`src/logic/cachePkg.sv`:
```
package cachePkg;

    ////////////////////////////////////////////////////////////////////
    // Geometry
    ////////////////////////////////////////////////////////////////////
    localparam int wordsPerLine = 8;
    localparam int numLines     = 128;  // 4 KiB with 32-byte lines

    typedef logic [31:0] wordT;
    typedef logic [31:0] addrT;         // Byte address
    typedef logic [19:0] tagT;          // Address bits 31..12
    typedef logic [6:0]  indexT;        // Address bits 11..5
    typedef logic [2:0]  offsetT;       // Word within the line, bits 4..2

    typedef wordT [wordsPerLine-1:0] lineT;

    // Processor request, held stable while stall is high
    typedef struct packed {
        logic en;
        logic rw;                       // 1 for a store
        addrT addr;
        wordT wrData;
    } cpuReqT;

    // One word of a victim write-back
    typedef struct packed {
        logic valid;
        addrT addr;
        wordT data;
    } memWrT;

    typedef enum logic [2:0] {
        readIdle, readMissDirty, readMissClean, waitDirty, waitClean, writeLine
    } readStateT;

    typedef enum logic [2:0] {
        writeIdle, wordOnCache, fetchEvict, fetchOnly, mergeLine
    } writeStateT;

    // Address field helpers
    function automatic tagT addrTag(addrT a);
        return a[31:12];
    endfunction

    function automatic indexT addrIndex(addrT a);
        return a[11:5];
    endfunction

    function automatic offsetT addrOffset(addrT a);
        return a[4:2];
    endfunction

endpackage
```
`src/logic/cacheControl.sv`:
```
`timescale 1ns/100ps

module cacheControl (
    input  logic             Clk,
    input  logic             rstN,
    input  cachePkg::cpuReqT cpuReq,
    input  logic             hit,
    input  logic             victimDirty,
    input  logic             firstWord,
    input  logic             fillDone,
    input  logic             evictDone,
    input  cachePkg::indexT  fillIndex,
    output logic             stall,
    output logic             fillStart,
    output logic             evictStart,
    output logic             arrayWrWord,
    output logic             arrayWrLine,
    output logic             lineDirty,
    output logic             critWord,
    output logic             mergeWord
);
    import cachePkg::*;

    readStateT  readState;
    writeStateT writeState;

    // Outstanding buffer work, one pair per state machine
    logic rdFillPend;
    logic rdEvictPend;
    logic wrFillPend;
    logic wrEvictPend;

    logic readMissing;  // Waiting for the critical word
    logic readWaiting;  // Processor released, line still filling
    logic sameLine;
    logic missStart;
    logic rdStart;
    logic wrStart;

    assign readMissing = readState inside {readMissDirty, readMissClean};
    assign readWaiting = readState inside {waitDirty, waitClean};

    // Access to the index whose line is still arriving
    assign sameLine = readWaiting && (addrIndex(cpuReq.addr) == fillIndex);

    // A miss may only launch the buffers when both machines are free
    assign missStart = cpuReq.en && !hit &&
                       (readState == readIdle) && (writeState == writeIdle);
    assign rdStart   = missStart && !cpuReq.rw;
    assign wrStart   = missStart && cpuReq.rw;

    ////////////////////////////////////////////////////////////////////
    // Processor side
    ////////////////////////////////////////////////////////////////////
    assign stall = cpuReq.en && (
                       (readMissing && !firstWord) ||                // Critical word pending
                       (readState == writeLine) ||                   // Array busy installing
                       sameLine ||
                       (!hit && !readMissing) ||                     // New or second miss
                       (cpuReq.rw && (writeState != writeIdle))      // Store still pending
                   );

    assign critWord    = readMissing && firstWord;
    assign arrayWrWord = cpuReq.en && cpuReq.rw && hit && !stall;
    assign arrayWrLine = (readState == writeLine) || (writeState == mergeLine);
    assign lineDirty   = (writeState == mergeLine);   // Merged store makes the line dirty
    assign mergeWord   = writeState inside {fetchEvict, fetchOnly};

    assign fillStart  = missStart;
    assign evictStart = missStart && victimDirty;

    ////////////////////////////////////////////////////////////////////
    // Read miss FSM
    ////////////////////////////////////////////////////////////////////
    always_ff @(posedge Clk) begin
        if (!rstN) begin
            readState   <= readIdle;
            rdFillPend  <= 1'b0;
            rdEvictPend <= 1'b0;
        end else begin
            case (readState)
                readIdle: begin
                    if (rdStart) begin
                        readState   <= victimDirty ? readMissDirty : readMissClean;
                        rdFillPend  <= 1'b1;
                        rdEvictPend <= victimDirty;
                    end
                end
                readMissDirty: begin
                    // Write-back can finish before a slow critical word
                    if (evictDone) begin
                        rdEvictPend <= 1'b0;
                    end
                    if (firstWord) begin
                        readState <= waitDirty;
                    end
                end
                readMissClean: begin
                    if (firstWord) begin
                        readState <= waitClean;
                    end
                end
                waitDirty: begin
                    if (fillDone) begin
                        rdFillPend <= 1'b0;
                    end
                    if (evictDone) begin
                        rdEvictPend <= 1'b0;
                    end
                    if ((fillDone || !rdFillPend) && (evictDone || !rdEvictPend)) begin
                        readState <= writeLine;
                    end
                end
                waitClean: begin
                    if (fillDone || !rdFillPend) begin
                        rdFillPend <= 1'b0;
                        readState  <= writeLine;
                    end
                end
                writeLine: readState <= readIdle;    // Line goes into the array here
                default:   readState <= readIdle;
            endcase
        end
    end

    ////////////////////////////////////////////////////////////////////
    // Write miss FSM
    ////////////////////////////////////////////////////////////////////
    always_ff @(posedge Clk) begin
        if (!rstN) begin
            writeState  <= writeIdle;
            wrFillPend  <= 1'b0;
            wrEvictPend <= 1'b0;
        end else begin
            case (writeState)
                writeIdle: begin
                    if (cpuReq.en && cpuReq.rw && sameLine) begin
                        writeState <= wordOnCache;
                    end else if (wrStart) begin
                        writeState  <= victimDirty ? fetchEvict : fetchOnly;
                        wrFillPend  <= 1'b1;
                        wrEvictPend <= victimDirty;
                    end
                end
                wordOnCache: begin
                    // Retry once the refilled line is in the array
                    if (!sameLine) begin
                        writeState <= writeIdle;
                    end
                end
                fetchEvict: begin
                    if (fillDone) begin
                        wrFillPend <= 1'b0;
                    end
                    if (evictDone) begin
                        wrEvictPend <= 1'b0;
                    end
                    if ((fillDone || !wrFillPend) && (evictDone || !wrEvictPend)) begin
                        writeState <= mergeLine;
                    end
                end
                fetchOnly: begin
                    if (fillDone || !wrFillPend) begin
                        wrFillPend <= 1'b0;
                        writeState <= mergeLine;
                    end
                end
                mergeLine: writeState <= writeIdle;
                default:   writeState <= writeIdle;
            endcase
        end
    end

endmodule

```
`config.mk`:
```
export PLATFORM = sky130hd
export DESIGN_NAME = cacheControl
export DESIGN_NICKNAME = d
export VERILOG_FILES = /design/src/logic/cachePkg.sv /design/src/logic/cacheControl.sv
export SDC_FILE = /design/constraint.sdc
export NUM_CORES = 1
export LEC_CHECK = 0
export BUFFER_PORTS_ARGS = -buffer_cell sky130_fd_sc_hd__buf_2
export CAP_MARGIN = 20
export CORE_MARGIN = 2
export CORE_UTILIZATION = 37
export DETAILED_ROUTE_END_ITERATION = 7
export MAX_ROUTING_LAYER = met4
export PLACE_DENSITY_LB_ADDON = 0.25
export SYNTH_ARGS = -nofsm -noshare
export SYNTH_HDL_FRONTEND = slang
export SYNTH_SLANG_ARGS = --single-unit
export TNS_END_PERCENT = 10
```
`constraint.sdc`:
```
create_clock -name Clk -period 4 [get_ports Clk]
set_input_delay 0.8 -clock Clk [delete_from_list [all_inputs] [get_ports Clk]]
set_output_delay 0.8 -clock Clk [all_outputs]
set_load 0.02 [all_outputs]
```
After elaboration in Yosys (flattened, before gate mapping) --
Cells that the tools add are included. Widths: inputs -> output; s select.
Word-level totals: word-level logic and storage cells 112, input bits 80, output and inout bits 8, flip-flop bits (word level) 10
Cells by class: reduce and logical (&&, ||, !) cells 53, multiplexer cells 28, equal/unequal tests 25
Operators by type and width (count):
- $mux 3 | 10
- $logic_and 1x1->1 | 18
- $ne 2x2->1 const B | 9
- $pmux 3 s5 | 1
- $eq 3x2->1 const B | 4
- $pmux 3 s4 | 1
- $reduce_and 4->1 | 3
- $mux 1 | 11
- $ne 2x1->1 const B | 5
- $reduce_and 5->1 | 2
- $reduce_bool 2->1 | 5
- $eq 3x3->1 const B | 3
- $logic_not 1->1 | 9
- $logic_or 1x1->1 | 9
- $reduce_bool 3->1 | 3
- $eq 7x7->1 | 1
- $eq 3x1->1 const B | 2
- $logic_not 3->1 | 2
- $pmux 1 s3 | 2
- $pmux 1 s2 | 2
- $ne 3x2->1 const B | 1
- $reduce_and 3->1 | 1
- $mux 2 | 1
- $reduce_or 2->1 | 1

Logic depth before layout (Yosys ltp) --
depth in word-level cells 10, mapped depth 6, depth with buffers taken out 5

Least setup slack after synthesis --
Ideal clock, no wire load.
path type in2out, from in fillIndex[0], to out arrayWrWord, slack 1491 ps, required time 3200 ps, data arrival time 1709 ps, buffers on the path 0, stages on the path 5, path through xor2_1 > nor2_1 > and4_2 > nand2b_1 > nor2_1
Between the ends: word-level cells in the longest chain between the ends 8
Ends and longest elaborated chain:
- from (decl) | line cacheControl.sv:12 | input cachePkg::indexT fillIndex,
- $eq 7x7->1 | line cacheControl.sv:44 | assign sameLine = readWaiting && (addrIndex(cpuReq.addr) == fillIndex);
- $logic_and 1x1->1 | line cacheControl.sv:44
- $logic_or 1x1->1 | line cacheControl.sv:57 | (readState == writeLine) ||
- $logic_or 1x1->1 | line cacheControl.sv:58 | sameLine ||
- $logic_or 1x1->1 | line cacheControl.sv:59 | (!hit && !readMissing) ||
- $logic_and 1x1->1 | line cacheControl.sv:55 | assign stall = cpuReq.en && (
- $logic_not 1->1 | line cacheControl.sv:64 | assign arrayWrWord = cpuReq.en && cpuReq.rw && hit && !stall;
- $logic_and 1x1->1 | line cacheControl.sv:64
- to (decl) | line cacheControl.sv:16 | output logic arrayWrWord,
No other way between the ends.

Worst setup path in the final report --
from in fillIndex[2], to out stall
Between the ends: word-level cells in the longest chain between the ends 6
Ends and longest elaborated chain:
- $eq 7x7->1 | line cacheControl.sv:44
- $logic_and 1x1->1 | line cacheControl.sv:44
- $logic_or 1x1->1 | line cacheControl.sv:57
- $logic_or 1x1->1 | line cacheControl.sv:58
- $logic_or 1x1->1 | line cacheControl.sv:59
- $logic_and 1x1->1 | line cacheControl.sv:55
- to (decl) | line cacheControl.sv:13 | output logic stall,
No other way between the ends.

==> out/metrics.cfg <==
[outcome]
result_of_the_run=complete, no violations

[global_routing]
maximum_number_of_pins_on_one_net_before_global_route_repair=13
grt_first_pass_wirelength_mm=3.15
groute.layer.met3.usage_pct=0.877
grt_util_met2_pct=24.9
grt_antenna_before_repair=0
globalRoute.busiestLayer=met2
first_global_vias=783
groute.usage.overall_pct=16.0
grt_remaining_overflow=0
grt_use_met1_pct=21.1

[setup_path]
cp_common_cell=buf_2
critPathBufInv=2
reg2reg_depth=5
crit_slowest_cell=and4_2
crit_path_end_kind=primary output
cp_slowest_stage_delay_ns=0.27
timing.critical_path.cells=buf_2, xor2_1, nor3_1, and4_2, nand2b_1, o21a_1, buf_2
required_ns=3.20
setup.worst_path.start_class=primary input
critical_path_arrival_ns=1.92
path_delay_family=simple AND/OR/NAND/NOR gates
criticalPathCategory=in2out
critical_path_depth=7
timing.critical_path.fanout_max=3

[yosys]
yosysSeqAreaShare_pct=24.2
yosysTopAreaCell=dfxtp_1
synth.area.top_cells=dfxtp_1, nor2_1, xor2_1
yosysWarnings=0
post_synthesis_instance_total=111
synth_xor_xnor_area_share_pct=8.48
synth-seq-cells=10
synth_simple_gate_area_share_pct=36.7
syn-mean-instance-area_sq_um=7.44
synth_compound_gate_area_share_pct=21.2
synthDistinctLibCells=36
synth_top_area_share_pct=24.2
synth_top_family_by_area=simple AND/OR/NAND/NOR gates
synthMuxAreaShare_pct=1.21
syn_nets=191
post_synth_instance_area_sq_um=826
synth_adder_area_share_pct=0

[placement]
place_ws_ns=1.28
dp_hpwl_mm=1.58
io_buffers=30
placed_cell_area_sq_um=962
placed_cells_incl_taps=164
globalplace.congestion=0.897

[sta]
rsz0062_at_grt=no
worst_slew_pin_slew_ns=0.392
setup_violations=0
fin_setup_tns_ns=0
min_period_over_period_pct=68.0
period_minus_slack_ns=2.72
slew-limit-headroom_pct=73.8
final_hold_vios=0
maximum_frequency_from_static_timing_analysis_mhz=368
postLayoutSetupSlackWorst_ns=1.28
final-max-slew-violation-count=0
hold_ws_ns=0.516
fin_worst_skew_ns=0.00439

[finish]
filler_cell_count=233
synth_to_final_area_change_pct=19.2
drive_above_1_share_pct=28.8
post_layout_nonfiller_instances=167
antenna_cells_inserted=0
regArea_sq_um=200
final_area_sq_um=985
final_net_count=221
final_core_util_pct=45.4
multi_input_area_sq_um=558

[routing]
avgRoutedWirePerCell_um=11.8
routed-via-count=872
drtIter0Drc=29
routed_via_density=5.22
number_of_antenna_violating_nets_in_the_routed_design=0
total_length_of_routed_wires_mm=1.97
drt_first_pass_iters=4
drc=0

[clock_tree]
tritoncts_num_sinks=10
clk_root_buffer_cell=clkbuf_4
cts_setup_buffers=0
cts.htree.levels=1
cts_repair_resize_count=0
cts_tree=done
clock_latency_ns=0.26
clock_buffers_created_by_tritoncts=3
clkSlewWorstSetupHoldPaths_ns=0.06
cts_max_path_buffers=2
post_cts_hold_buffer_count=0

[floorplanning]
pin_count=88
die_area_sq_um=2630
floorplan.die.height_um=51.2
core-area_sq_um=2170
starting_density_of_the_core_pct=38.1
floorplan.die.width_um=51.2
num_rows=17

[hold_path]
min-delay-path-class=reg2reg
holdPathStages=2

[power]
power_per_cell_area_nw_per_um2=283
leakage_power_total_nw=0.460
totalPowerFinal_mw=0.279
peakVddDrop_mv=0.131

[flow_run]
drv.max_cap_violation_count=0

-- worst paths after layout --
check | start | end | slack [ns]
setup / recovery | fillIndex[2] | stall | 1.28
hold / removal | rdFillPend$_SDFFE_PN0P_ | rdFillPend$_SDFFE_PN0P_ | 0.52
setup reg to reg | readState[2]$_SDFFE_PN0P_ | writeState[1]$_SDFFE_PN0P_ | 2.35
hold reg to reg | rdFillPend$_SDFFE_PN0P_ | rdFillPend$_SDFFE_PN0P_ | 0.52
-- synth_stat cells --
master and instances:
a2111oi_2 1, a21o_1 2, a21oi_1 6, a221oi_2 1, a222oi_1 1, a22oi_1 1, a31oi_1 2, and2_1 1
and2b_2 1, and3_1 1, and4_2 1, and4_4 1, buf_6 4, clkbuf_1 1, dfxtp_1 10, inv_1 5
mux2i_1 1, nand2_1 11, nand2b_1 5, nand3_1 4, nand3b_1 1, nand4_1 1, nor2_1 17, nor2_2 1
nor2b_1 3, nor3_1 5, nor3b_1 2, nor3b_2 1, nor4_1 1, o21a_1 3, o21ai_0 3, o22ai_1 1
o31a_1 3, or3_1 1, xnor2_1 1, xor2_1 7
-- layout make-up --
cell class	count	area share [%]
Multi-Input combinational cell	91	56.7
Tap cell	28	3.56
Timing Repair Buffer	30	15.2
Clock buffer	3	2.29
Inverter	5	1.91
Sequential cell	10	20.3
-- where the power goes --
group          switching [mW]  internal [mW]
logic                  0.0530         0.0417
clock network          0.0316         0.0346
registers              0.0112          0.107
total                  0.0957          0.183
-- cells by family after synthesis --
logic type / after synthesis
buf+inv: 10
mux: 1
flops: 10
simple gates: 58
compound gates: 24
xor+xnor: 8
-- placed cells by master, fill, tap and decap left out, types with 2 or more instances in the layout --
master and n:
buf_2 30, nor2_1 17, nand2_1 11, dfxtp_1 10
xor2_1 7, a21oi_1 6, inv_1 5, nor3_1 5
nand2b_1 5, nand3_1 4, nor2b_1 3, o21a_1 3
o21ai_0 3, o31a_1 3, clkbuf_4 3, a21o_1 2
nor3b_1 2, a31oi_1 2
-- worst register-to-register path, delay by kind of cell (launching register included) --
kind	cells	cell delay [ns]
multiplexers	1	0.26
AND/OR/NAND/NOR	2	0.52
flip-flops	1	0.51
AO/OA/AOI/OAI	2	0.26
-- per-layer routing --
layer	part of all wire [%]	routed length (um)
met2	45	881
met5	0	0
met4	0.56	11
met3	5.5	109
met1	49	968
-- registers in the layout, indices dropped and copies added, names as in the netlist --
name	flops
rdEvictPend	1
rdFillPend	1
readState	3
wrEvictPend	1
wrFillPend	1
writeState	3
Note: power is estimated with default switching activity, not from simulation.
