## config.mk

```make
export PLATFORM = sky130hd
export DESIGN_NAME = lineWriteBuffer
export DESIGN_NICKNAME = d
export VERILOG_FILES = /design/src/logic/cachePkg.sv /design/src/logic/lineWriteBuffer.sv
export SDC_FILE = /design/constraint.sdc
export NUM_CORES = 1
export LEC_CHECK = 0
export ABC_AREA = 1
export BUFFER_PORTS_ARGS = -buffer_cell sky130_fd_sc_hd__buf_2
export CAP_MARGIN = 5
export CORE_MARGIN = 1
export CORE_UTILIZATION = 58
export CTS_BUF_LIST = sky130_fd_sc_hd__clkbuf_4 sky130_fd_sc_hd__clkbuf_8
export DETAILED_ROUTE_END_ITERATION = 7
export HOLD_SLACK_MARGIN = 0.15
export MAX_ROUTING_LAYER = met4
export PLACE_DENSITY = 0.91
export SLEW_MARGIN = 5
export SYNTH_ARGS = -nofsm -noshare
export SYNTH_HDL_FRONTEND = slang
export SYNTH_SLANG_ARGS = --single-unit
```

## constraint.sdc

```tcl
create_clock -name Clk -period 2.4 [get_ports Clk]
set_clock_uncertainty 0.15 [all_clocks]
set_input_delay 0.48 -clock Clk [delete_from_list [all_inputs] [get_ports Clk]]
set_output_delay 0.48 -clock Clk [all_outputs]
set_load 0.005 [all_outputs]
```

## src/logic/cachePkg.sv

```systemverilog
package cachePkg;

    ////////////////////////////////////////////////////////////////////
    // Geometry
    ////////////////////////////////////////////////////////////////////
    localparam int wordsPerLine = 8;
    localparam int numLines     = 128;  // 4 KiB with 32-byte lines

    typedef logic [31:0] wordT;
    typedef logic [31:0] addrT;         // Byte address
    typedef logic [19:0] tagT;          // Address bits 31..12
    typedef logic [6:0]  indexT;        // Address bits 11..5
    typedef logic [2:0]  offsetT;       // Word within the line, bits 4..2

    typedef wordT [wordsPerLine-1:0] lineT;

    // Processor request, held stable while stall is high
    typedef struct packed {
        logic en;
        logic rw;                       // 1 for a store
        addrT addr;
        wordT wrData;
    } cpuReqT;

    // One word of a victim write-back
    typedef struct packed {
        logic valid;
        addrT addr;
        wordT data;
    } memWrT;

    typedef enum logic [2:0] {
        readIdle, readMissDirty, readMissClean, waitDirty, waitClean, writeLine
    } readStateT;

    typedef enum logic [2:0] {
        writeIdle, wordOnCache, fetchEvict, fetchOnly, mergeLine
    } writeStateT;

    // Address field helpers
    function automatic tagT addrTag(addrT a);
        return a[31:12];
    endfunction

    function automatic indexT addrIndex(addrT a);
        return a[11:5];
    endfunction

    function automatic offsetT addrOffset(addrT a);
        return a[4:2];
    endfunction

endpackage
```

## src/logic/lineWriteBuffer.sv

```systemverilog
`timescale 1ns/100ps

module lineWriteBuffer (
    input  logic            Clk,
    input  logic            rstN,
    input  logic            start,
    input  cachePkg::addrT  victimAddr,
    input  cachePkg::lineT  victimLine,
    output cachePkg::memWrT memWr,
    output logic            done
);
    import cachePkg::*;

    logic   active;
    offsetT wordCnt;
    tagT    tagQ;
    indexT  indexQ;
    lineT   lineQ;

    assign done = active && (wordCnt == offsetT'(wordsPerLine - 1));

    // Words 0..7 in order, one per cycle
    always_comb begin
        memWr.valid = active;
        memWr.addr  = {tagQ, indexQ, wordCnt, 2'b00};
        memWr.data  = lineQ[wordCnt];
    end

    always_ff @(posedge Clk) begin
        if (!rstN) begin
            active  <= 1'b0;
            wordCnt <= '0;
        end else if (start) begin
            active  <= 1'b1;
            wordCnt <= '0;
        end else if (active) begin
            wordCnt <= wordCnt + 1'b1;
            if (done) begin
                active <= 1'b0;
            end
        end
    end

    always_ff @(posedge Clk) begin
        if (start) begin
            tagQ   <= addrTag(victimAddr);
            indexQ <= addrIndex(victimAddr);
            lineQ  <= victimLine;
        end
    end

endmodule

```

==> flow_metrics.py, run 1 <==
metrics = {
    "synth": {
        "ys_ff_latch": 287,
        "ys_types": 16,
        "syn_avg_cell_area_um2": 10.46,
        "yosys_warnings": 0,
        "synth_simple_gate_area_share_pct": 18.38,
        "yosysSeqAreaShare_pct": 70.77,
        "syn_inst": 1159,
        "synthAdderAreaFrac_pct": 0.2064,
        "synth_xor_area_share_pct": 0,
        "synthMuxAreaShare_pct": 0,
        "synth-compound-area-share_pct": 0.2271,
        "syn_area_um2": 12120,
        "synth_top_family_by_area": "simple AND/OR/NAND/NOR gates",
    },
    "die": {
        "die_x_um": 146.6,
        "start_util_pct": 59.52,
        "rows": 52,
        "die_h_um": 146.6,
        "io-pin-count": 357,
    },
    "clocking": {
        "htreeDepth": 2,
        "cts_buffers": 45,
        "cts_root_buf": "clkbuf_8",
        "cts_buffer_depth": 3,
        "cts.sinks": 287,
    },
    "placement": {
        "dpl_cell_area_um2": 14330,
        "port_buffers": 349,
        "dpl.hpwl_mm": 21.55,
        "gp_congestion": 0.8915,
    },
    "timing": {
        "worstEndpointGrtRepair": "memWr[8]",
        "endpoint_type": "output port",
    },
    "outcome": {
        "firstError": "[ERROR GRT-0232] Routing congestion too high. Check the congestion heatmap in the GUI.",
        "failing_step": "global routing",
        "status": "did not finish",
    },
    "global_route": {
        "overflow": 57,
        "grt_usage_pct": 78.82,
        "grt_max_degree": 72,
    },
}
==> cell usage after synthesis <==
cell type	count	area, µm²
a21oi_1	1	5.000
inv_2	1	3.750
buf_2	22	110.1
nand2_1	420	1577
ha_1	2	25.02
nor2_1	3	11.26
nand3_1	128	640.6
buf_1	3	11.26
o21a_1	1	7.510
conb_1	1	3.750
edfxtp_1	283	8498
inv_1	261	979.7
buf_4	14	105.1
clkbuf_1	13	48.80
dfxtp_1	4	80.08
a211oi_1	2	15.01
==> stage by stage <==
step,worst slack [ns],std cells
after floorplan,0.6928,1160
after global placement,0.4296,1757
after detailed placement,0.4119,1757
after CTS,-0.1204,2134
==> repair_timing <==
item / 4_1_cts
endpoints found under the setup margin: 33
pin swaps: 3
resized for setup: 60
endpoints found under the hold margin: 287
hold buffers: 284
gates cloned: 9
buffers inserted: 3
==> layer usage <==
layer,GRT overflow,GRT usage (%)
met2,31,95.31
met4,26,81.25
met3,0,59.25
met5,-,-
met1,0,76.38
==> logic make-up after synthesis <==
kind of cell,count (synthesis)
adder cells (fa/ha/maj),2
AO/OA/AOI/OAI,4
AND/OR/NAND/NOR,551
flip-flops,287
other,1
buffers and inverters,314
==> run 2, diff against run 1 <==
--- a/config.mk
+++ b/config.mk
@@ -9,12 +9,9 @@
 export BUFFER_PORTS_ARGS = -buffer_cell sky130_fd_sc_hd__buf_2
 export CAP_MARGIN = 5
 export CORE_MARGIN = 1
-export CORE_UTILIZATION = 58
-export CTS_BUF_LIST = sky130_fd_sc_hd__clkbuf_4 sky130_fd_sc_hd__clkbuf_8
+export CORE_UTILIZATION = 40
 export DETAILED_ROUTE_END_ITERATION = 7
-export HOLD_SLACK_MARGIN = 0.15
-export MAX_ROUTING_LAYER = met4
-export PLACE_DENSITY = 0.91
+export PLACE_DENSITY_LB_ADDON = 0.15
 export SLEW_MARGIN = 5
 export SYNTH_ARGS = -nofsm -noshare
 export SYNTH_HDL_FRONTEND = slang
==> flow_metrics.py, run 2 <==
metrics = {
    "placement": {
        "dpl_cell_area_um2": 14480,
        "gp_congestion": 0.7957,
        "port_buffers": 349,
        "dpl.hpwl_mm": 21.37,
    },
    "synth": {
        "synth-edff-count": 283,
        "yosys_warnings": 0,
        "synth-compound-area-share_pct": 0.2271,
        "yosysSeqAreaShare_pct": 70.77,
        "ys_types": 16,
        "syn_inst": 1159,
        "synth.largest_area_cell": "edfxtp_1",
        "synth_xor_area_share_pct": 0,
        "synth_flop_cell": "edfxtp_1",
        "syn_avg_cell_area_um2": 10.46,
        "synth.most_common_cell": "nand2_1",
        "synthTopCellsByCount": "nand2_1, edfxtp_1, inv_1",
        "synth_simple_gate_area_share_pct": 18.38,
        "synth_top_family_by_area": "simple AND/OR/NAND/NOR gates",
        "syn_area_um2": 12120,
        "synthTopCellsByArea": "edfxtp_1, nand2_1, inv_1",
        "synthArstFlopShare_pct": 0,
        "synthAdderAreaFrac_pct": 0.2064,
        "ys_ff_latch": 287,
        "synth.top_cell.area_share_pct": 70.11,
        "synthMuxAreaShare_pct": 0,
    },
    "final_layout": {
        "nFillCells": 2347,
        "final_cell_mix": "nand2_1, buf_2, edfxtp_1, inv_1, dlygate4sd3_1",
        "top_register": "lineQ",
        "reg_top3": "lineQ x256, tagQ x20, indexQ x7",
        "mostFrequentLayoutCell": "nand2_1",
        "nNetsFinal": 2077,
        "utilization_pct": 63.04,
        "drive_gt1_share_pct": 28.35,
        "largest_reg_flops": 256,
        "area_delta_synth_final_pct": 54.54,
        "fin_area_um2": 18730,
    },
    "die": {
        "die_h_um": 176.1,
        "start_util_pct": 40.79,
        "die_x_um": 176.1,
        "core_area_um2": 29720,
        "io-pin-count": 357,
        "rows": 63,
        "dieArea_um2": 31000,
    },
    "pwr": {
        "design_power_total_mw": 12.81,
        "p_seq_share_pct": 47.2,
        "pwr-share-comb_pct": 12.8,
        "sw_frac_of_total_pct": 22.68,
        "peakVddDrop_uv": 593.2,
        "p_per_area_nw_per_um2": 683.8,
        "p_int_mw": 9.904,
        "clkPwrFrac_pct": 40.0,
        "power.switching_mw": 2.905,
        "power.leakage_nw": 8.997,
    },
    "setup_path": {
        "cp_data_arrival_time_ns": 1.84,
        "reg2regPathDepth": 6,
        "cp-start-kind": "flop",
        "critPathCaptureType": "output pin",
        "path_class": "flop to output pin",
        "cp_max_fo": 15,
        "required_ns": 1.77,
    },
    "timing": {
        "min_period_over_period_pct": 103.0,
        "relSlewSlack_pct": 63.54,
        "tns_ns": -1.077,
        "max_clock_freq_mhz": 404.6,
        "period_needed_ns": 2.472,
        "rsz0062_at_grt": "true",
        "worst_slew_pin_slew_ns": 0.5470,
        "slew_violations": 0,
        "finalSetupViolations": 29,
        "fin_ws_ns": -0.07168,
        "finalHoldViolCount": 0,
    },
    "clocking": {
        "path_clk_slew_ns": 0.06,
        "htreeDepth": 2,
        "cts_buffer_depth": 3,
        "cts.sinks": 287,
        "cts_buffers": 35,
        "clock_latency_ns": 0.50,
        "cts_root_buf": "clkbuf_16",
        "cts_tree": "yes",
    },
    "flow_run": {
        "maxCapViolations": 0,
    },
    "global_route": {
        "grt_max_degree": 70,
        "overflow": 0,
        "grt_usage_pct": 22.92,
        "grt_pass1_wl_mm": 53.70,
        "antenna_found_initial": 1,
        "grt_pass1_vias": 10000,
    },
    "detailed_routing": {
        "drtIter0Drc": 684,
        "routed-via-count": 9975,
        "wl_mm": 36.47,
        "first_pass_iters": 5,
        "vias_per_cell": 4.538,
        "drc": 0,
        "wl_per_cell_um": 16.59,
        "antenna_left": 0,
    },
    "hold_path": {
        "hold_class": "input pin to flop",
        "holdPathStages": 1,
    },
    "outcome": {
        "status": "finished, violations left",
        "violations": "negative setup slack",
    },
}
-- run 2: cell counts after synthesis --
Identical to the previous run, type by type.
-- run 2: worst max-delay path: stages, from the launching register on --
cell,delay [ns]
dfxtp_4,0.36
buf_12,0.18
inv_16,0.08
buf_8,0.16
nand2_1,0.06
nand3_1,0.10
nand2_1,0.11
nand2_1,0.07
nand2_1,0.09
buf_2,0.13
-- run 2: timing repair --
item,in CTS,in global routing
pin swaps,5,41
hold endpoints to repair,228,16
setup buffers,7,1
hold buffers,228,16
gates cloned,8,6
gates resized for setup,27,65
setup endpoints to repair,32,33
-- run 2: cells by family after synthesis --
kind of cell / count (synthesis)
buffers and inverters: 314
AND/OR/NAND/NOR: 551
other: 1
AO/OA/AOI/OAI: 4
flip-flops: 287
adder cells (fa/ha/maj): 2
-- run 2: layer usage --
layer	share of wire [%]	track usage (%)	vias up
met1	43	29.93	4643
met3	6.7	4.328	65
li1	-	-	4884
met5	0	0	-
met2	48	38.11	383
met4	2.4	8.116	0
-- run 2: path summary, 6_finish.rpt --
check | start | endpoint | slack, ns
worst max register to register | wordCnt[0] | wordCnt[2] | 0.76
worst min-delay path | victimLine[211] | lineQ[211] | 0.01
worst min register to register | active | wordCnt[0] | 0.38
worst max-delay path | wordCnt[0] | memWr[19] | -0.07
-- run 2: area by class of cell --
| class | count | area (µm²) | area share (%) |
|---|---|---|---|
| Tap cell | 390 | 488.0 | 2.605 |
| Inverter | 262 | 999.7 | 5.337 |
| Timing Repair inverter | 2 | 25.02 | 0.1336 |
| Multi-Input combinational cell | 559 | 2494 | 13.31 |
| Sequential cell | 287 | 8584 | 45.83 |
| Clock buffer | 43 | 948.4 | 5.063 |
| Clock inverter | 16 | 167.7 | 0.8950 |
| Antenna cell | 2 | 5.005 | 0.02672 |
| Timing Repair Buffer | 637 | 5021 | 26.80 |
-- run 2: power groups by stage --
stage / registers (mW) / clock network, mW / logic [mW]
floorplan: 6.13 / 0 / 0.496
global placement: 6.13 / 0 / 1.14
detailed placement: 6.14 / 0 / 1.16
CTS: 6.04 / 5.23 / 1.55
global route: 6.08 / 5.41 / 1.81
finish: 6.04 / 5.12 / 1.64
-- run 2: through the flow --
stage               hold slack (ns)  std cells  setup WS, ns
detailed placement           0.3713       1874        0.2872
CTS                      0.00003486       2176      -0.07200
finish                      0.01043       2198      -0.07168
global route             -0.0002819       2196       -0.1852
global placement             0.3740       1874        0.3093
floorplan                    0.3203       1160        0.6928
No activity file was read; power rests on OpenSTA's default activity.
==> run 3, diff against run 2 <==
==> constraint.sdc (replaced) <==
create_clock -name Clk -period 2.4 [get_ports Clk]
set_clock_uncertainty 0.15 [all_clocks]
set_input_delay 0.24 -clock Clk [delete_from_list [all_inputs] [get_ports Clk]]
set_output_delay 0.24 -clock Clk [all_outputs]
set_load 0.005 [all_outputs]
==> flow_metrics.py, run 3 (synthesized netlist as in run 2, its figures left out) <==
metrics = {
    "global_route": {
        "grt_pass1_wl_mm": 53.43,
        "grt_max_degree": 69,
        "overflow": 0,
        "grt_usage_pct": 22.39,
        "grt_pass1_vias": 10140,
        "antenna_found_initial": 1,
    },
    "detailed_routing": {
        "drtIter0Drc": 490,
        "antenna_left": 0,
        "vias_per_cell": 4.498,
        "drc": 0,
        "wl_mm": 35.37,
        "first_pass_iters": 4,
        "routed-via-count": 9967,
        "wl_per_cell_um": 15.96,
    },
    "die": {
        "rows": 63,
        "io-pin-count": 357,
        "die_h_um": 176.1,
        "start_util_pct": 40.79,
        "die_x_um": 176.1,
        "dieArea_um2": 31000,
        "core_area_um2": 29720,
    },
    "setup_path": {
        "crit_family": "simple AND/OR/NAND/NOR gates",
        "cp_cell_sequence": "clkinv_8, buf_16, nand2_1, nand3_1, nand2_1, nand2_1, nand2_1, buf_2",
        "cp_max_fo": 19,
        "cp_data_arrival_time_ns": 1.91,
        "required_ns": 2.01,
        "cp-start-kind": "flop",
        "crit_top_cell": "nand2_1",
        "path_class": "flop to output pin",
        "slowest_stage": "dfxtp_4",
        "worst-path-buf-inv": 3,
        "critPathCaptureType": "output pin",
        "cp_slowest_stage_delay_ns": 0.43,
    },
    "clocking": {
        "cts_buffer_depth": 3,
        "htreeDepth": 1,
        "cts_root_buf": "clkbuf_16",
        "path_clk_slew_ns": 0.06,
        "cts.sinks": 287,
        "clock_latency_ns": 0.55,
        "cts_tree": "yes",
        "cts_buffers": 31,
    },
    "pwr": {
        "sw_frac_of_total_pct": 22.70,
        "peakVddDrop_uv": 597.0,
        "p_seq_share_pct": 49.8,
        "p_per_area_nw_per_um2": 661.4,
        "clkPwrFrac_pct": 37.4,
        "design_power_total_mw": 12.15,
        "power.switching_mw": 2.757,
        "p_int_mw": 9.388,
        "power.leakage_nw": 8.838,
        "pwr-share-comb_pct": 12.9,
    },
    "final_layout": {
        "top_register": "lineQ",
        "drive_gt1_share_pct": 23.36,
        "final_cell_mix": "nand2_1, buf_2, dlygate4sd3_1, edfxtp_1, inv_1",
        "utilization_pct": 61.80,
        "mostFrequentLayoutCell": "nand2_1",
        "largest_reg_flops": 256,
        "nNetsFinal": 2096,
        "area_delta_synth_final_pct": 51.50,
        "final_cells": 2216,
        "fin_area_um2": 18360,
        "reg_top3": "lineQ x256, tagQ x20, indexQ x7",
    },
    "hold_path": {
        "hold_class": "input pin to flop",
    },
    "timing": {
        "finalHoldViolCount": 0,
        "finalSetupViolations": 0,
        "period_needed_ns": 2.300,
        "max_clock_freq_mhz": 434.8,
        "fin_ws_ns": 0.09987,
        "holdWs_ns": 0.2453,
        "tns_ns": 0,
        "min_period_over_period_pct": 95.84,
        "rsz0062_at_grt": "true",
        "slew_violations": 0,
    },
    "placement": {
        "dpl_cell_area_um2": 14420,
        "dp_slack_ns": 0.4468,
        "dpl.hpwl_mm": 21.46,
        "dp.cells": 1872,
        "gp_congestion": 0.8188,
        "port_buffers": 349,
    },
    "outcome": {
        "status": "finished, final reports clean",
    },
    "flow_run": {
        "maxCapViolations": 0,
    },
}
==> run 3: final timing paths <==
kind,from,end,slack (ns),cells past startpoint
worst min-delay path,victimLine[212],lineQ[212],0.25,2
worst max register to register,wordCnt[1],wordCnt[2],0.80,5
worst max-delay path,wordCnt[0],memWr[0],0.1,8
worst min register to register,active,wordCnt[0],0.35,2
==> run 3: cell type report <==
class                           instances  area, µm²
Clock inverter                         21      173.9
Inverter                              262      996.0
Antenna cell                            2      5.005
Timing Repair Buffer                  662       5042
Sequential cell                       287       8584
Multi-Input combinational cell        559       2291
Tap cell                              390      488.0
Clock buffer                           33      783.3
Fill cell                            2402      11350
==> run 3: power groups by stage <==
stage                     logic (mW)  registers [mW]  clock network [mW]
after floorplan                0.496            6.13                   0
after global placement          1.13            6.13                   0
after detailed placement        1.15            6.15                   0
after CTS                       1.53            6.04                4.63
after global routing            1.73            6.09                4.82
final                           1.56            6.05                4.54
==> run 3: layer usage <==
metal  track usage, %  vias up  share of wire, %
li1                 -     4911                 -
met1            29.11     4639                43
met2            38.39      348                49
met3            3.531       69               6.0
met4            6.812        0               2.5
met5                0        -                 0
==> run 3: what timing repair did <==
action / in CTS / in global routing
endpoints found under the setup margin: 22 / 22
buffers inserted: 0 / 1
pin swaps: 0 / 1
gates cloned: 0 / 2
gates resized for setup: 3 / 16
hold buffers: 285 / 0
hold endpoints to repair: 323 / 0
