<file path="config.mk">
export PLATFORM = sky130hd
export DESIGN_NAME = lineFillBuffer
export DESIGN_NICKNAME = d
export VERILOG_FILES = /design/src/logic/cachePkg.sv /design/src/logic/lineFillBuffer.sv
export SDC_FILE = /design/constraint.sdc
export NUM_CORES = 1
export LEC_CHECK = 0
export ABC_AREA = 1
export BUFFER_PORTS_ARGS = -buffer_cell sky130_fd_sc_hd__buf_2
export CAP_MARGIN = 20
export CORE_MARGIN = 2
export CORE_UTILIZATION = 35
export DETAILED_ROUTE_END_ITERATION = 8
export PLACE_DENSITY_LB_ADDON = 0.25
export SLEW_MARGIN = 20
export SYNTH_ARGS = -nofsm -noshare
export SYNTH_HDL_FRONTEND = slang
export SYNTH_SLANG_ARGS = --single-unit
</file>
<file path="constraint.sdc">
create_clock -name Clk -period 3.4 [get_ports Clk]
set_input_delay 0.34 -clock Clk [delete_from_list [all_inputs] [get_ports Clk]]
set_output_delay 0.34 -clock Clk [all_outputs]
set_load 0.01 [all_outputs]
</file>
<file path="src/logic/cachePkg.sv">
package cachePkg;

    ////////////////////////////////////////////////////////////////////
    // Geometry
    ////////////////////////////////////////////////////////////////////
    localparam int wordsPerLine = 8;
    localparam int numLines     = 128;  // 4 KiB with 32-byte lines

    typedef logic [31:0] wordT;
    typedef logic [31:0] addrT;         // Byte address
    typedef logic [19:0] tagT;          // Address bits 31..12
    typedef logic [6:0]  indexT;        // Address bits 11..5
    typedef logic [2:0]  offsetT;       // Word within the line, bits 4..2

    typedef wordT [wordsPerLine-1:0] lineT;

    // Processor request, held stable while stall is high
    typedef struct packed {
        logic en;
        logic rw;                       // 1 for a store
        addrT addr;
        wordT wrData;
    } cpuReqT;

    // One word of a victim write-back
    typedef struct packed {
        logic valid;
        addrT addr;
        wordT data;
    } memWrT;

    typedef enum logic [2:0] {
        readIdle, readMissDirty, readMissClean, waitDirty, waitClean, writeLine
    } readStateT;

    typedef enum logic [2:0] {
        writeIdle, wordOnCache, fetchEvict, fetchOnly, mergeLine
    } writeStateT;

    // Address field helpers
    function automatic tagT addrTag(addrT a);
        return a[31:12];
    endfunction

    function automatic indexT addrIndex(addrT a);
        return a[11:5];
    endfunction

    function automatic offsetT addrOffset(addrT a);
        return a[4:2];
    endfunction

endpackage
</file>
<file path="src/logic/lineFillBuffer.sv">
`timescale 1ns/100ps

module lineFillBuffer (
    input  logic            Clk,
    input  logic            rstN,
    input  logic            start,
    input  cachePkg::addrT  reqAddr,
    input  logic            mergeEn,
    input  cachePkg::wordT  mergeData,
    output logic            memRdReq,
    output cachePkg::addrT  memRdAddr,
    input  logic            memRdValid,
    input  cachePkg::wordT  memRdData,
    output logic            firstWord,
    output logic            done,
    output cachePkg::wordT  critData,
    output cachePkg::lineT  line,
    output cachePkg::indexT index
);
    import cachePkg::*;

    logic   busy;
    logic   memRdReqQ;
    offsetT wordCnt;     // Words received so far
    offsetT critOffset;
    offsetT slot;
    addrT   reqAddrQ;
    lineT   lineQ;

    assign slot      = critOffset + wordCnt;    // Wraps within the line
    assign firstWord = busy && memRdValid && (wordCnt == '0);
    assign done      = busy && memRdValid && (wordCnt == offsetT'(wordsPerLine - 1));
    assign critData  = memRdData;

    assign memRdReq  = memRdReqQ;
    assign memRdAddr = reqAddrQ;
    assign line      = lineQ;
    assign index     = addrIndex(reqAddrQ);

    always_ff @(posedge Clk) begin
        if (!rstN) begin
            busy      <= 1'b0;
            memRdReqQ <= 1'b0;
            wordCnt   <= '0;
        end else begin
            memRdReqQ <= start;         // One-cycle request strobe
            if (start) begin
                busy    <= 1'b1;
                wordCnt <= '0;
            end else if (busy && memRdValid) begin
                wordCnt <= wordCnt + 1'b1;
                if (done) begin
                    busy <= 1'b0;
                end
            end
        end
    end

    always_ff @(posedge Clk) begin
        if (start) begin
            reqAddrQ   <= {reqAddr[31:2], 2'b00};
            critOffset <= addrOffset(reqAddr);
        end
        if (busy && memRdValid) begin
            // Store data replaces the critical word on a write miss
            lineQ[slot] <= (firstWord && mergeEn) ? mergeData : memRdData;
        end
    end

endmodule

</file>
* Word-level counts from Yosys, hierarchy flattened
Cells that the tools add are included.
** Cells by class
- Equality and inequality tests :: 1
- Mux-type cells :: 7
- Reductions and logical operators :: 10
- Bitwise logic cells :: 1
- $lt $le $gt $ge :: 2
- Add/subtract/negate cells :: 2
** Operators with widths (count)
- 256-bit bitwise mux :: 1
- 32-bit demux with 3-bit select :: 1
- 32-bit 2-to-1 mux :: 2
- 1-bit logical AND :: 5
- 3-bit by 4-bit < comparator with 1-bit output (second input constant) :: 1
- 2-bit nonzero test :: 2
- 3-bit by 1-bit adder with 3-bit output (second input constant) :: 1
- 3-bit adder :: 1
- 3-bit equality test (second input constant) :: 1
- 3-bit by 1-bit greater-or-equal comparator with 1-bit output (second input constant) :: 1
- 3-bit zero test :: 1
- 1-bit 2-to-1 mux :: 3
- 2-bit AND reduction :: 1
- 2-bit OR reduction :: 1
- 1-bit inverter :: 1
** Word-level totals
- Output and inout bits :: 330
- Input bits :: 101
- Word-level logic and storage cells :: 36
- Flip-flop bits (word level) :: 294

* Logic depth before layout (Yosys ltp)
Gate-level depths: netlist (run 1).
- Depth in word-level cells :: 6
- Mapped depth :: 8
- Mapped depth without buffers :: 7

* Worst setup path before layout (run 1)
Ideal clock, no wire load.
- Path type :: register to register
- Start :: reg critOffset[0] (netlist name)
- End :: reg lineQ, in the netlist line[192] (enable)
- Library setup time :: 0.421 ns
- Arrival time :: 2.662 ns
- Clock period less this slack :: 3.083 ns
- Setup slack :: 0.317 ns
- Path buffers :: 0
- Stages on the path, launching flop included :: 7
- Data required time :: 2.979 ns
- Cells stage by stage :: edfxtp_1 -> ha_1 -> inv_1 -> fa_1 -> inv_1 -> nand3_1 -> nor2_1
** RTL lines
- to (signal, indexed assignment) :: line lineFillBuffer.sv:66 : lineQ[slot] <= (firstWord && mergeEn) ? mergeData : memRdData;
- to (decl) :: line lineFillBuffer.sv:28 : lineT lineQ;

==> impl_results.html, run 1 <==
<table>
<tr><th>Metric</th><th>Value</th></tr>
<tr><th colspan="2">Outcome</th></tr>
<tr><td>Result of the run</td><td>finished, final reports clean</td></tr>
<tr><th colspan="2">STA</th></tr>
<tr><td>Final critical-path required period</td><td>2580 ps</td></tr>
<tr><td>Largest clock skew in the final design</td><td>9.02 ps</td></tr>
<tr><td>Maximum frequency from static timing analysis</td><td>0.387 GHz</td></tr>
<tr><td>RSZ-0062 raised after global routing</td><td>false</td></tr>
<tr><td>Aggregate negative setup slack</td><td>0 ps</td></tr>
<tr><td>Number of endpoints with negative hold slack in the final report</td><td>0</td></tr>
<tr><td>Worst rel slew slack</td><td>54.0%</td></tr>
<tr><td>Fin. max-slew vios</td><td>0</td></tr>
<tr><td>PnR worst setup slack</td><td>818 ps</td></tr>
<tr><td>Total of endpoints with negative setup slack in the final report</td><td>0</td></tr>
<tr><td>Share of the clock period used by the worst path after layout</td><td>75.9%</td></tr>
<tr><td>Actual slew at the worst max-slew pin</td><td>690 ps</td></tr>
<tr><th colspan="2">GRT</th></tr>
<tr><td>Gr usage total</td><td>17.4%</td></tr>
<tr><td>Wire length of the first global-routing pass</td><td>37.0 mm</td></tr>
<tr><td>Number of global-route vias before repair</td><td>5668</td></tr>
<tr><td>Pin count of the biggest net entering global routing</td><td>35</td></tr>
<tr><td>Initial antenna violation count</td><td>3</td></tr>
<tr><td>Overflow after GRT</td><td>0</td></tr>
<tr><th colspan="2">Synth</th></tr>
<tr><td>Summed instance area of the synthesized netlist</td><td>0.00979 sq mm</td></tr>
<tr><td>Warning count from the yosys run</td><td>0</td></tr>
<tr><td>Yosys reg bits</td><td>291</td></tr>
<tr><td>Synth cell types</td><td>21</td></tr>
<tr><td>Post-Synth Adder-Cell Area</td><td>0.716%</td></tr>
<tr><td>Gate Count Post-Synth</td><td>493</td></tr>
<tr><td>Dominant combinational cell family by area after synthesis</td><td>simple AND/OR/NAND/NOR gates</td></tr>
<tr><td>Proportion of synthesized chip area in sequential cells</td><td>88.7%</td></tr>
<tr><td>Post-synthesis simple-gate area fraction</td><td>5.80%</td></tr>
<tr><td>Xor and xnor area share after synthesis</td><td>0%</td></tr>
<tr><td>Mean instance size in the synthesized netlist</td><td>19.9 sq um</td></tr>
<tr><td>Share of cell area taken by muxes after synthesis</td><td>0%</td></tr>
<tr><td>Synthesized-area fraction occupied by ao, oa, aoi and oai cells</td><td>0.256%</td></tr>
<tr><th colspan="2">Placed design</th></tr>
<tr><td>Gp weighted congestion</td><td>0.763</td></tr>
<tr><td>Hpwl dp</td><td>18.2 mm</td></tr>
<tr><td>PortBufs</td><td>426</td></tr>
<tr><td>Area post-placement</td><td>0.0122 sq mm</td></tr>
<tr><td>Setup Slack @ Placement</td><td>788 ps</td></tr>
<tr><th colspan="2">Worst setup path</th></tr>
<tr><td>Critical Path RT</td><td>3650 ps</td></tr>
<tr><td>Arrival time at the worst endpoint</td><td>2830 ps</td></tr>
<tr><td>Critical-path cell list</td><td>ha_1 -&gt; inv_1 -&gt; fa_1 -&gt; inv_1 -&gt; nand3_1 -&gt; nor2_4 -&gt; buf_4</td></tr>
<tr><td>Endpoint class of the critical path</td><td>flip-flop</td></tr>
<tr><td>Critical Path Most Common Cell</td><td>inv_1</td></tr>
<tr><td>Crit-path max FO</td><td>17</td></tr>
<tr><td>CP Launch Type</td><td>flip-flop</td></tr>
<tr><td>Kind of critical path</td><td>reg -&gt; reg</td></tr>
<tr><td>Family with the most delay on the worst path</td><td>simple AND/OR/NAND/NOR gates</td></tr>
<tr><td>CP max-delay cell</td><td>nor2_4</td></tr>
<tr><td>Crit path largest cell delay</td><td>540 ps</td></tr>
<tr><td>Buffers and inverters on the worst path</td><td>3</td></tr>
<tr><th colspan="2">Route</th></tr>
<tr><td>Overall via count from detail_route</td><td>5902</td></tr>
<tr><td>Number of nets with antenna violations after routing</td><td>0</td></tr>
<tr><td>Number of remaining DRC errors</td><td>0</td></tr>
<tr><td>Post-detailed-routing wire length</td><td>27.0 mm</td></tr>
<tr><td>Starting DRT DRC Count</td><td>440</td></tr>
<tr><td>First-pass DRT Iterations</td><td>4</td></tr>
<tr><td>Vias/cell</td><td>4.38</td></tr>
<tr><td>Wirelength per Cell</td><td>20.0 um</td></tr>
<tr><th colspan="2">Clocking</th></tr>
<tr><td>H-tree levels</td><td>1</td></tr>
<tr><td>CTS root buffer</td><td>clkbuf_16</td></tr>
<tr><td>Number of clock buffers inserted by TritonCTS</td><td>29</td></tr>
<tr><td>Clock latency on the worst-skew pair</td><td>550 ps</td></tr>
<tr><td>Bufs on Longest Clock Path</td><td>3</td></tr>
<tr><td>Post CTS Setup Buffer Count</td><td>0</td></tr>
<tr><td>CTS tree</td><td>yes</td></tr>
<tr><td>Number of sinks handled by clock tree synthesis</td><td>291</td></tr>
<tr><td>Clock slew at reported path FFs</td><td>60 ps</td></tr>
<tr><th colspan="2">Final layout</th></tr>
<tr><td>Filler Cell Count</td><td>2381</td></tr>
<tr><td>Post-route standard cell area excluding fillers</td><td>0.0135 sq mm</td></tr>
<tr><td>Layout overhead on the synthesized area</td><td>37.8%</td></tr>
<tr><td>Net count, final</td><td>1048</td></tr>
<tr><td>Fraction of layout cells with a size suffix above 1</td><td>51.3%</td></tr>
<tr><th colspan="2">Die</th></tr>
<tr><td>Area of the core</td><td>0.0276 sq mm</td></tr>
<tr><td>Row count</td><td>61</td></tr>
<tr><td>Initial core utilization</td><td>35.4%</td></tr>
<tr><td>IO Pins</td><td>431</td></tr>
<tr><td>Area of the die</td><td>0.0293 sq mm</td></tr>
<tr><td>Chip width</td><td>171 um</td></tr>
<tr><td>Height of the die</td><td>171 um</td></tr>
<tr><th colspan="2">Job</th></tr>
<tr><td>Number of max-capacitance violations reported</td><td>0</td></tr>
<tr><th colspan="2">Pwr</th></tr>
<tr><td>Maximum ir drop on the vdd rail</td><td>0.000355 V</td></tr>
<tr><td>Total design power</td><td>0.00780 W</td></tr>
<tr><td>Standby leakage power</td><td>5.46 nW</td></tr>
<tr><td>PwrDens</td><td>578 mW/mm^2</td></tr>
<tr><th colspan="2">Hold path</th></tr>
<tr><td>Class of the most critical hold timing path</td><td>in -&gt; reg</td></tr>
</table>
-- what timing repair did --
action	4_1_cts	5_1_grt
endpoints found under the hold margin	30	0
resized for setup	0	0
hold buffers	30	0
-- final cells by class --
cell class                 count  area, sq um  share of cell area (%)
sequential                   291         8690                    64.4
antenna                        3         7.51                  0.0556
clock inverter                24          244                    1.81
tap                          378          473                    3.51
inverter                      12         45.0                   0.334
timing repair buffer         468         2570                    19.1
clock buffer                  30          729                    5.41
multi-input combinational    140          731                    5.42
-- worst min-delay path, stage by stage --
cell and delay [ps]:
buf_2 110, nand2_1 70, inv_1 60
-- layer usage --
layer | global-route usage (%) | vias to the layer above | routed length (um)
li1 | - | 2695 | -
met1 | 21.1 | 2829 | 10500
met2 | 30.0 | 331 | 13400
met3 | 4.90 | 47 | 2390
met4 | 5.97 | 0 | 708
met5 | 0 | - | 0
-- per-stage QoR --
| step | std cells | hold WS, ps | utilization [%] |
|---|---|---|---|
| floorplan | 494 | 439 | - |
| global placement | 1259 | 505 | 44.2 |
| detailed placement | 1259 | 508 | 44.2 |
| CTS | 1343 | 19.8 | 48.8 |
| global route | 1346 | 45.1 | 48.8 |
| finish | 1346 | 50.9 | 48.8 |
-- power by group --
group | total, W | switching (W) | internal [W]
clock network | 0.00323 | 0.00135 | 0.00188
registers | 0.00409 | 0.0000252 | 0.00407
logic | 0.000477 | 0.000312 | 0.000165
total | 0.00780 | 0.00169 | 0.00611
-- final timing paths --
| kind | start | end | slack [ps] | cells past startpoint |
|---|---|---|---|---|
| worst min register to register | wordCnt[2] | wordCnt[2] | 520 | 2 |
| worst max register to register | critOffset[0] | line[88] | 820 | 7 |
| worst min-delay path | rstN | memRdReq | 50 | 3 |
| worst max-delay path | critOffset[0] | line[88] | 820 | 7 |
-- flip-flops by register name, summed over array words and instances (netlist names) --
name and count:
memRdAddr 28, wordCnt 3, critOffset 2, line 256
busy 1, memRdReq 1
-- synthesized netlist by cell type --
master | instances | area, sq um
ha_1 | 4 | 50.1
o21ai_0 | 1 | 5.00
fa_1 | 1 | 20.0
edfxtp_1 | 286 | 8590
buf_2 | 1 | 5.00
nor2_1 | 11 | 41.3
nand2_2 | 1 | 6.26
a21oi_1 | 1 | 5.00
buf_6 | 6 | 67.6
a211oi_1 | 2 | 15.0
nand3_1 | 38 | 190
nand2_1 | 75 | 282
buf_4 | 41 | 308
conb_1 | 1 | 3.75
dfxtp_1 | 5 | 100
inv_2 | 1 | 3.75
or2_1 | 1 | 6.26
nand2_4 | 2 | 22.5
clkbuf_1 | 3 | 11.3
inv_1 | 11 | 41.3
nor2_8 | 1 | 20.0
-- cell usage in the layout (no fill, tap or decap) --
cell type        n
bufinv_16        4
inv_1           11
ha_1             4
buf_2          426
clkinv_4         1
nand2_2          1
clkinv_2         4
inv_2            1
nor2_8           1
or2_1            1
clkbuf_1         1
a21oi_1          1
buf_12           4
nand3_1         38
inv_6            3
dfxtp_1          5
inv_16           1
diode_2          3
clkinv_1         9
conb_1           2
o21ai_0          1
clkbuf_16       29
clkinvlp_4       2
dlygate4sd3_1   30
fa_1             1
edfxtp_1       286
nor2_1           3
nor2_4           8
nand2_4          2
buf_4            8
nand2_1         75
a211oi_1         2
-- logic make-up (layout without fill, tap and decap cells) --
family / Yosys count / after routing
buffers and inverters: 63 / 534
adders and majority gates: 5 / 5
AOI/OAI and AO/OA: 4 / 4
DFF: 291 / 291
and+or+nand+nor: 129 / 129
other: 1 / 5
Note: power is estimated with default switching activity, not from simulation.
==> run 2, diff against run 1 <==
- clock period: 3.4 -> 2.5 ns (I/O delays scaled with it)
==> impl_results.html, run 2 (synthesis results as in run 1) <==
<table>
<tr><th>Metric</th><th>Value</th></tr>
<tr><th colspan="2">Outcome</th></tr>
<tr><td>Result of the run</td><td>finished, final reports clean</td></tr>
<tr><th colspan="2">Final layout</th></tr>
<tr><td>Most frequent cells in the layout</td><td>426 x buf_2, 286 x edfxtp_1, 75 x nand2_1, 38 x nand3_1, 31 x dlygate4sd3_1</td></tr>
<tr><td>Filler Cell Count</td><td>2383 (+0.084%)</td></tr>
<tr><td>Post-route standard cell area excluding fillers</td><td>0.0135 sq mm (+0.10%)</td></tr>
<tr><td>Fraction of layout cells with a size suffix above 1</td><td>51.4% (+0.15 points)</td></tr>
<tr><td>Area of the multi-input gates</td><td>731 sq um (unchanged)</td></tr>
<tr><td>Flip-flop count of the largest register, all copies and words added</td><td>256 (unchanged)</td></tr>
<tr><td>Utilization of the core after routing</td><td>48.9% (+0.050 points)</td></tr>
<tr><td>Net count, final</td><td>1055 (+0.67%)</td></tr>
<tr><td>Ant diodes</td><td>0 (-3)</td></tr>
<tr><td>Layout overhead on the synthesized area</td><td>37.9%</td></tr>
<tr><td>Most common library cell in the layout ignoring fill and taps</td><td>buf_2</td></tr>
<tr><td>Reg area</td><td>0.00869 sq mm (unchanged)</td></tr>
<tr><th colspan="2">Clocking</th></tr>
<tr><td>Number of sinks handled by clock tree synthesis</td><td>291 (unchanged)</td></tr>
<tr><td>Clock latency on the worst-skew pair</td><td>540 ps (about the same)</td></tr>
<tr><td>Hold Buf Count CTS</td><td>31 (+3.3%)</td></tr>
<tr><td>Bufs on Longest Clock Path</td><td>3 (unchanged)</td></tr>
<tr><td>CTS tree</td><td>yes</td></tr>
<tr><td>H-tree levels</td><td>1 (unchanged)</td></tr>
<tr><td>Number of clock buffers inserted by TritonCTS</td><td>28 (-3.4%)</td></tr>
<tr><td>Clock slew at reported path FFs</td><td>60 ps (about the same)</td></tr>
<tr><td>Quantity of gates resized following cts</td><td>0 (unchanged)</td></tr>
<tr><td>Post CTS Setup Buffer Count</td><td>0 (unchanged)</td></tr>
<tr><td>CTS root buffer</td><td>clkbuf_16</td></tr>
<tr><th colspan="2">GRT</th></tr>
<tr><td>Pin count of the biggest net entering global routing</td><td>33 (-5.7%)</td></tr>
<tr><td>Overflow after GRT</td><td>0 (unchanged)</td></tr>
<tr><td>Initial antenna violation count</td><td>0 (-3)</td></tr>
<tr><td>Gr usage total</td><td>17.5% (+0.10 points)</td></tr>
<tr><td>Number of global-route vias before repair</td><td>5703 (+0.62%)</td></tr>
<tr><td>Wire length of the first global-routing pass</td><td>37.0 mm (about the same)</td></tr>
<tr><th colspan="2">Route</th></tr>
<tr><td>Number of remaining DRC errors</td><td>0 (unchanged)</td></tr>
<tr><td>Post-detailed-routing wire length</td><td>27.0 mm (about the same)</td></tr>
<tr><td>First-pass DRT Iterations</td><td>5 (+1)</td></tr>
<tr><td>Overall via count from detail_route</td><td>5966 (+1.1%)</td></tr>
<tr><td>Starting DRT DRC Count</td><td>423 (-3.9%)</td></tr>
<tr><td>Vias/cell</td><td>4.43 (+0.93%)</td></tr>
<tr><td>Number of nets with antenna violations after routing</td><td>0 (unchanged)</td></tr>
<tr><td>Wirelength per Cell</td><td>20.0 um (-0.16%)</td></tr>
<tr><th colspan="2">Die</th></tr>
<tr><td>Height of the die</td><td>171 um (unchanged)</td></tr>
<tr><td>Initial core utilization</td><td>35.4% (unchanged)</td></tr>
<tr><td>Row count</td><td>61 (unchanged)</td></tr>
<tr><td>Chip width</td><td>171 um (unchanged)</td></tr>
<tr><td>IO Pins</td><td>431 (unchanged)</td></tr>
<tr><td>Area of the core</td><td>0.0276 sq mm (unchanged)</td></tr>
<tr><td>Area of the die</td><td>0.0293 sq mm (unchanged)</td></tr>
<tr><th colspan="2">Hold path</th></tr>
<tr><td>Class of the most critical hold timing path</td><td>in -&gt; reg</td></tr>
<tr><td>Start point of the worst min-delay path</td><td>memRdValid</td></tr>
<tr><th colspan="2">Placed design</th></tr>
<tr><td>Hpwl dp</td><td>18.4 mm (+0.90%)</td></tr>
<tr><td>Gp weighted congestion</td><td>0.763 (about the same)</td></tr>
<tr><td>PortBufs</td><td>426 (unchanged)</td></tr>
<tr><td>Area post-placement</td><td>0.0123 sq mm (+1.0%)</td></tr>
<tr><td>Setup Slack @ Placement</td><td>326 ps (-461 ps)</td></tr>
<tr><th colspan="2">Worst setup path</th></tr>
<tr><td>Critical path origin</td><td>critOffset[0]</td></tr>
<tr><td>Crit Reg-Reg Startpoint</td><td>critOffset[0]</td></tr>
<tr><td>CP Launch Type</td><td>flip-flop</td></tr>
<tr><td>Endpoint class of the critical path</td><td>flip-flop</td></tr>
<tr><td>Critical Path RT</td><td>2730 ps (-920 ps)</td></tr>
<tr><td>Arrival time at the worst endpoint</td><td>2410 ps (-420 ps)</td></tr>
<tr><td>Worst reg2reg path endpoint</td><td>line[94]</td></tr>
<tr><td>Kind of critical path</td><td>reg -&gt; reg</td></tr>
<tr><td>Critical Path End</td><td>line[94]</td></tr>
<tr><td>Number of cell instances on the worst register-to-register path</td><td>7 (unchanged)</td></tr>
<tr><td>Register-to-register setup slack</td><td>320 ps (-500 ps)</td></tr>
<tr><td>Crit-path max FO</td><td>17 (unchanged)</td></tr>
<tr><th colspan="2">STA</th></tr>
<tr><td>Share of the clock period used by the worst path after layout</td><td>87.3% (+11 points)</td></tr>
<tr><td>Final critical-path required period</td><td>2180 ps (-400 ps)</td></tr>
<tr><td>Number of endpoints with negative hold slack in the final report</td><td>0 (unchanged)</td></tr>
<tr><td>Largest clock skew in the final design</td><td>21.3 ps (+12.2 ps)</td></tr>
<tr><td>Maximum frequency from static timing analysis</td><td>0.458 GHz (+18%)</td></tr>
<tr><td>RSZ-0062 raised after global routing</td><td>false</td></tr>
<tr><td>Actual slew at the worst max-slew pin</td><td>707 ps (+16.9 ps)</td></tr>
<tr><td>Worst rel slew slack</td><td>52.9% (-1.1 points)</td></tr>
<tr><td>Total of endpoints with negative setup slack in the final report</td><td>0 (unchanged)</td></tr>
<tr><td>PnR worst setup slack</td><td>318 ps (-500 ps)</td></tr>
<tr><td>Fin. max-slew vios</td><td>0 (unchanged)</td></tr>
<tr><th colspan="2">Pwr</th></tr>
<tr><td>PwrDens</td><td>754 mW/mm^2 (+30%)</td></tr>
<tr><td>Maximum ir drop on the vdd rail</td><td>0.000427 V (+20%)</td></tr>
<tr><td>Standby leakage power</td><td>5.46 nW (+0.12%)</td></tr>
<tr><td>Total design power</td><td>0.0102 W (+31%)</td></tr>
<tr><th colspan="2">Job</th></tr>
<tr><td>Number of max-capacitance violations reported</td><td>0 (unchanged)</td></tr>
</table>
run 2: changes by cell type in the layout (fill, tap and decap cells not counted), sizes merged:
cell         delta
clkbuf          +4
inv             -4
bufinv          -3
buf             +7
dlygate4sd3     +1
diode           -3
run 2: how the worst min path moves through the flow:
stage | slack, ps | cells after the start | to
2_1_floorplan | 350 | 0 | critOffset[0]
3_3_place_gp | 430 | 1 | memRdAddr[5]
3_5_place_dp | 430 | 1 | memRdAddr[4]
4_1_cts | 80 | 3 | wordCnt[2]
5_1_grt | 90 | 3 | wordCnt[2]
6_report | 100 | 3 | wordCnt[2]
run 2: stage by stage:
| stage | instances | TNS, ps | hold slack, ps |
|---|---|---|---|
| 6_report | 1348 | 0 | 95.2 |
| 3_5_place_dp | 1266 | 0 | 428 |
| 3_3_place_gp | 1266 | 0 | 426 |
| 2_1_floorplan | 494 | -59810 | 349 |
| 5_1_grt | 1348 | 0 | 93.3 |
| 4_1_cts | 1348 | 0 | 76.1 |
run 2: metal layers:
metal | vias up | part of all wire (%) | track usage [%]
met1 | 2877 | 39 | 22.1
met3 | 34 | 9.3 | 4.46
met5 | - | 0 | 0
met4 | 0 | 1.8 | 4.97
met2 | 366 | 49 | 30.0
li1 | 2689 | - | -
run 2: power by group:
group,internal (W),leakage [nW],switching [W]
Clock,0.00222,0.421,0.00173
Sequential,0.00553,2.65,0.0000375
Combinational,0.000236,2.40,0.000429
Total,0.00799,5.46,0.00220
run 2: layout make-up:
class / count / area share [%]
Tap cell: 378 / 3.50
Inverter: 12 / 0.334
Timing Repair Buffer: 476 / 20.1
Multi-Input combinational cell: 140 / 5.41
Clock buffer: 34 / 5.51
Clock inverter: 17 / 0.834
Sequential cell: 291 / 64.3
run 2: critical path, cell delays in order, from the launching register on:
cell and delay [ps]:
edfxtp_1 400, ha_1 210, inv_1 60, fa_1 440
inv_1 90, nand3_1 190, nor2_4 250, buf_12 210
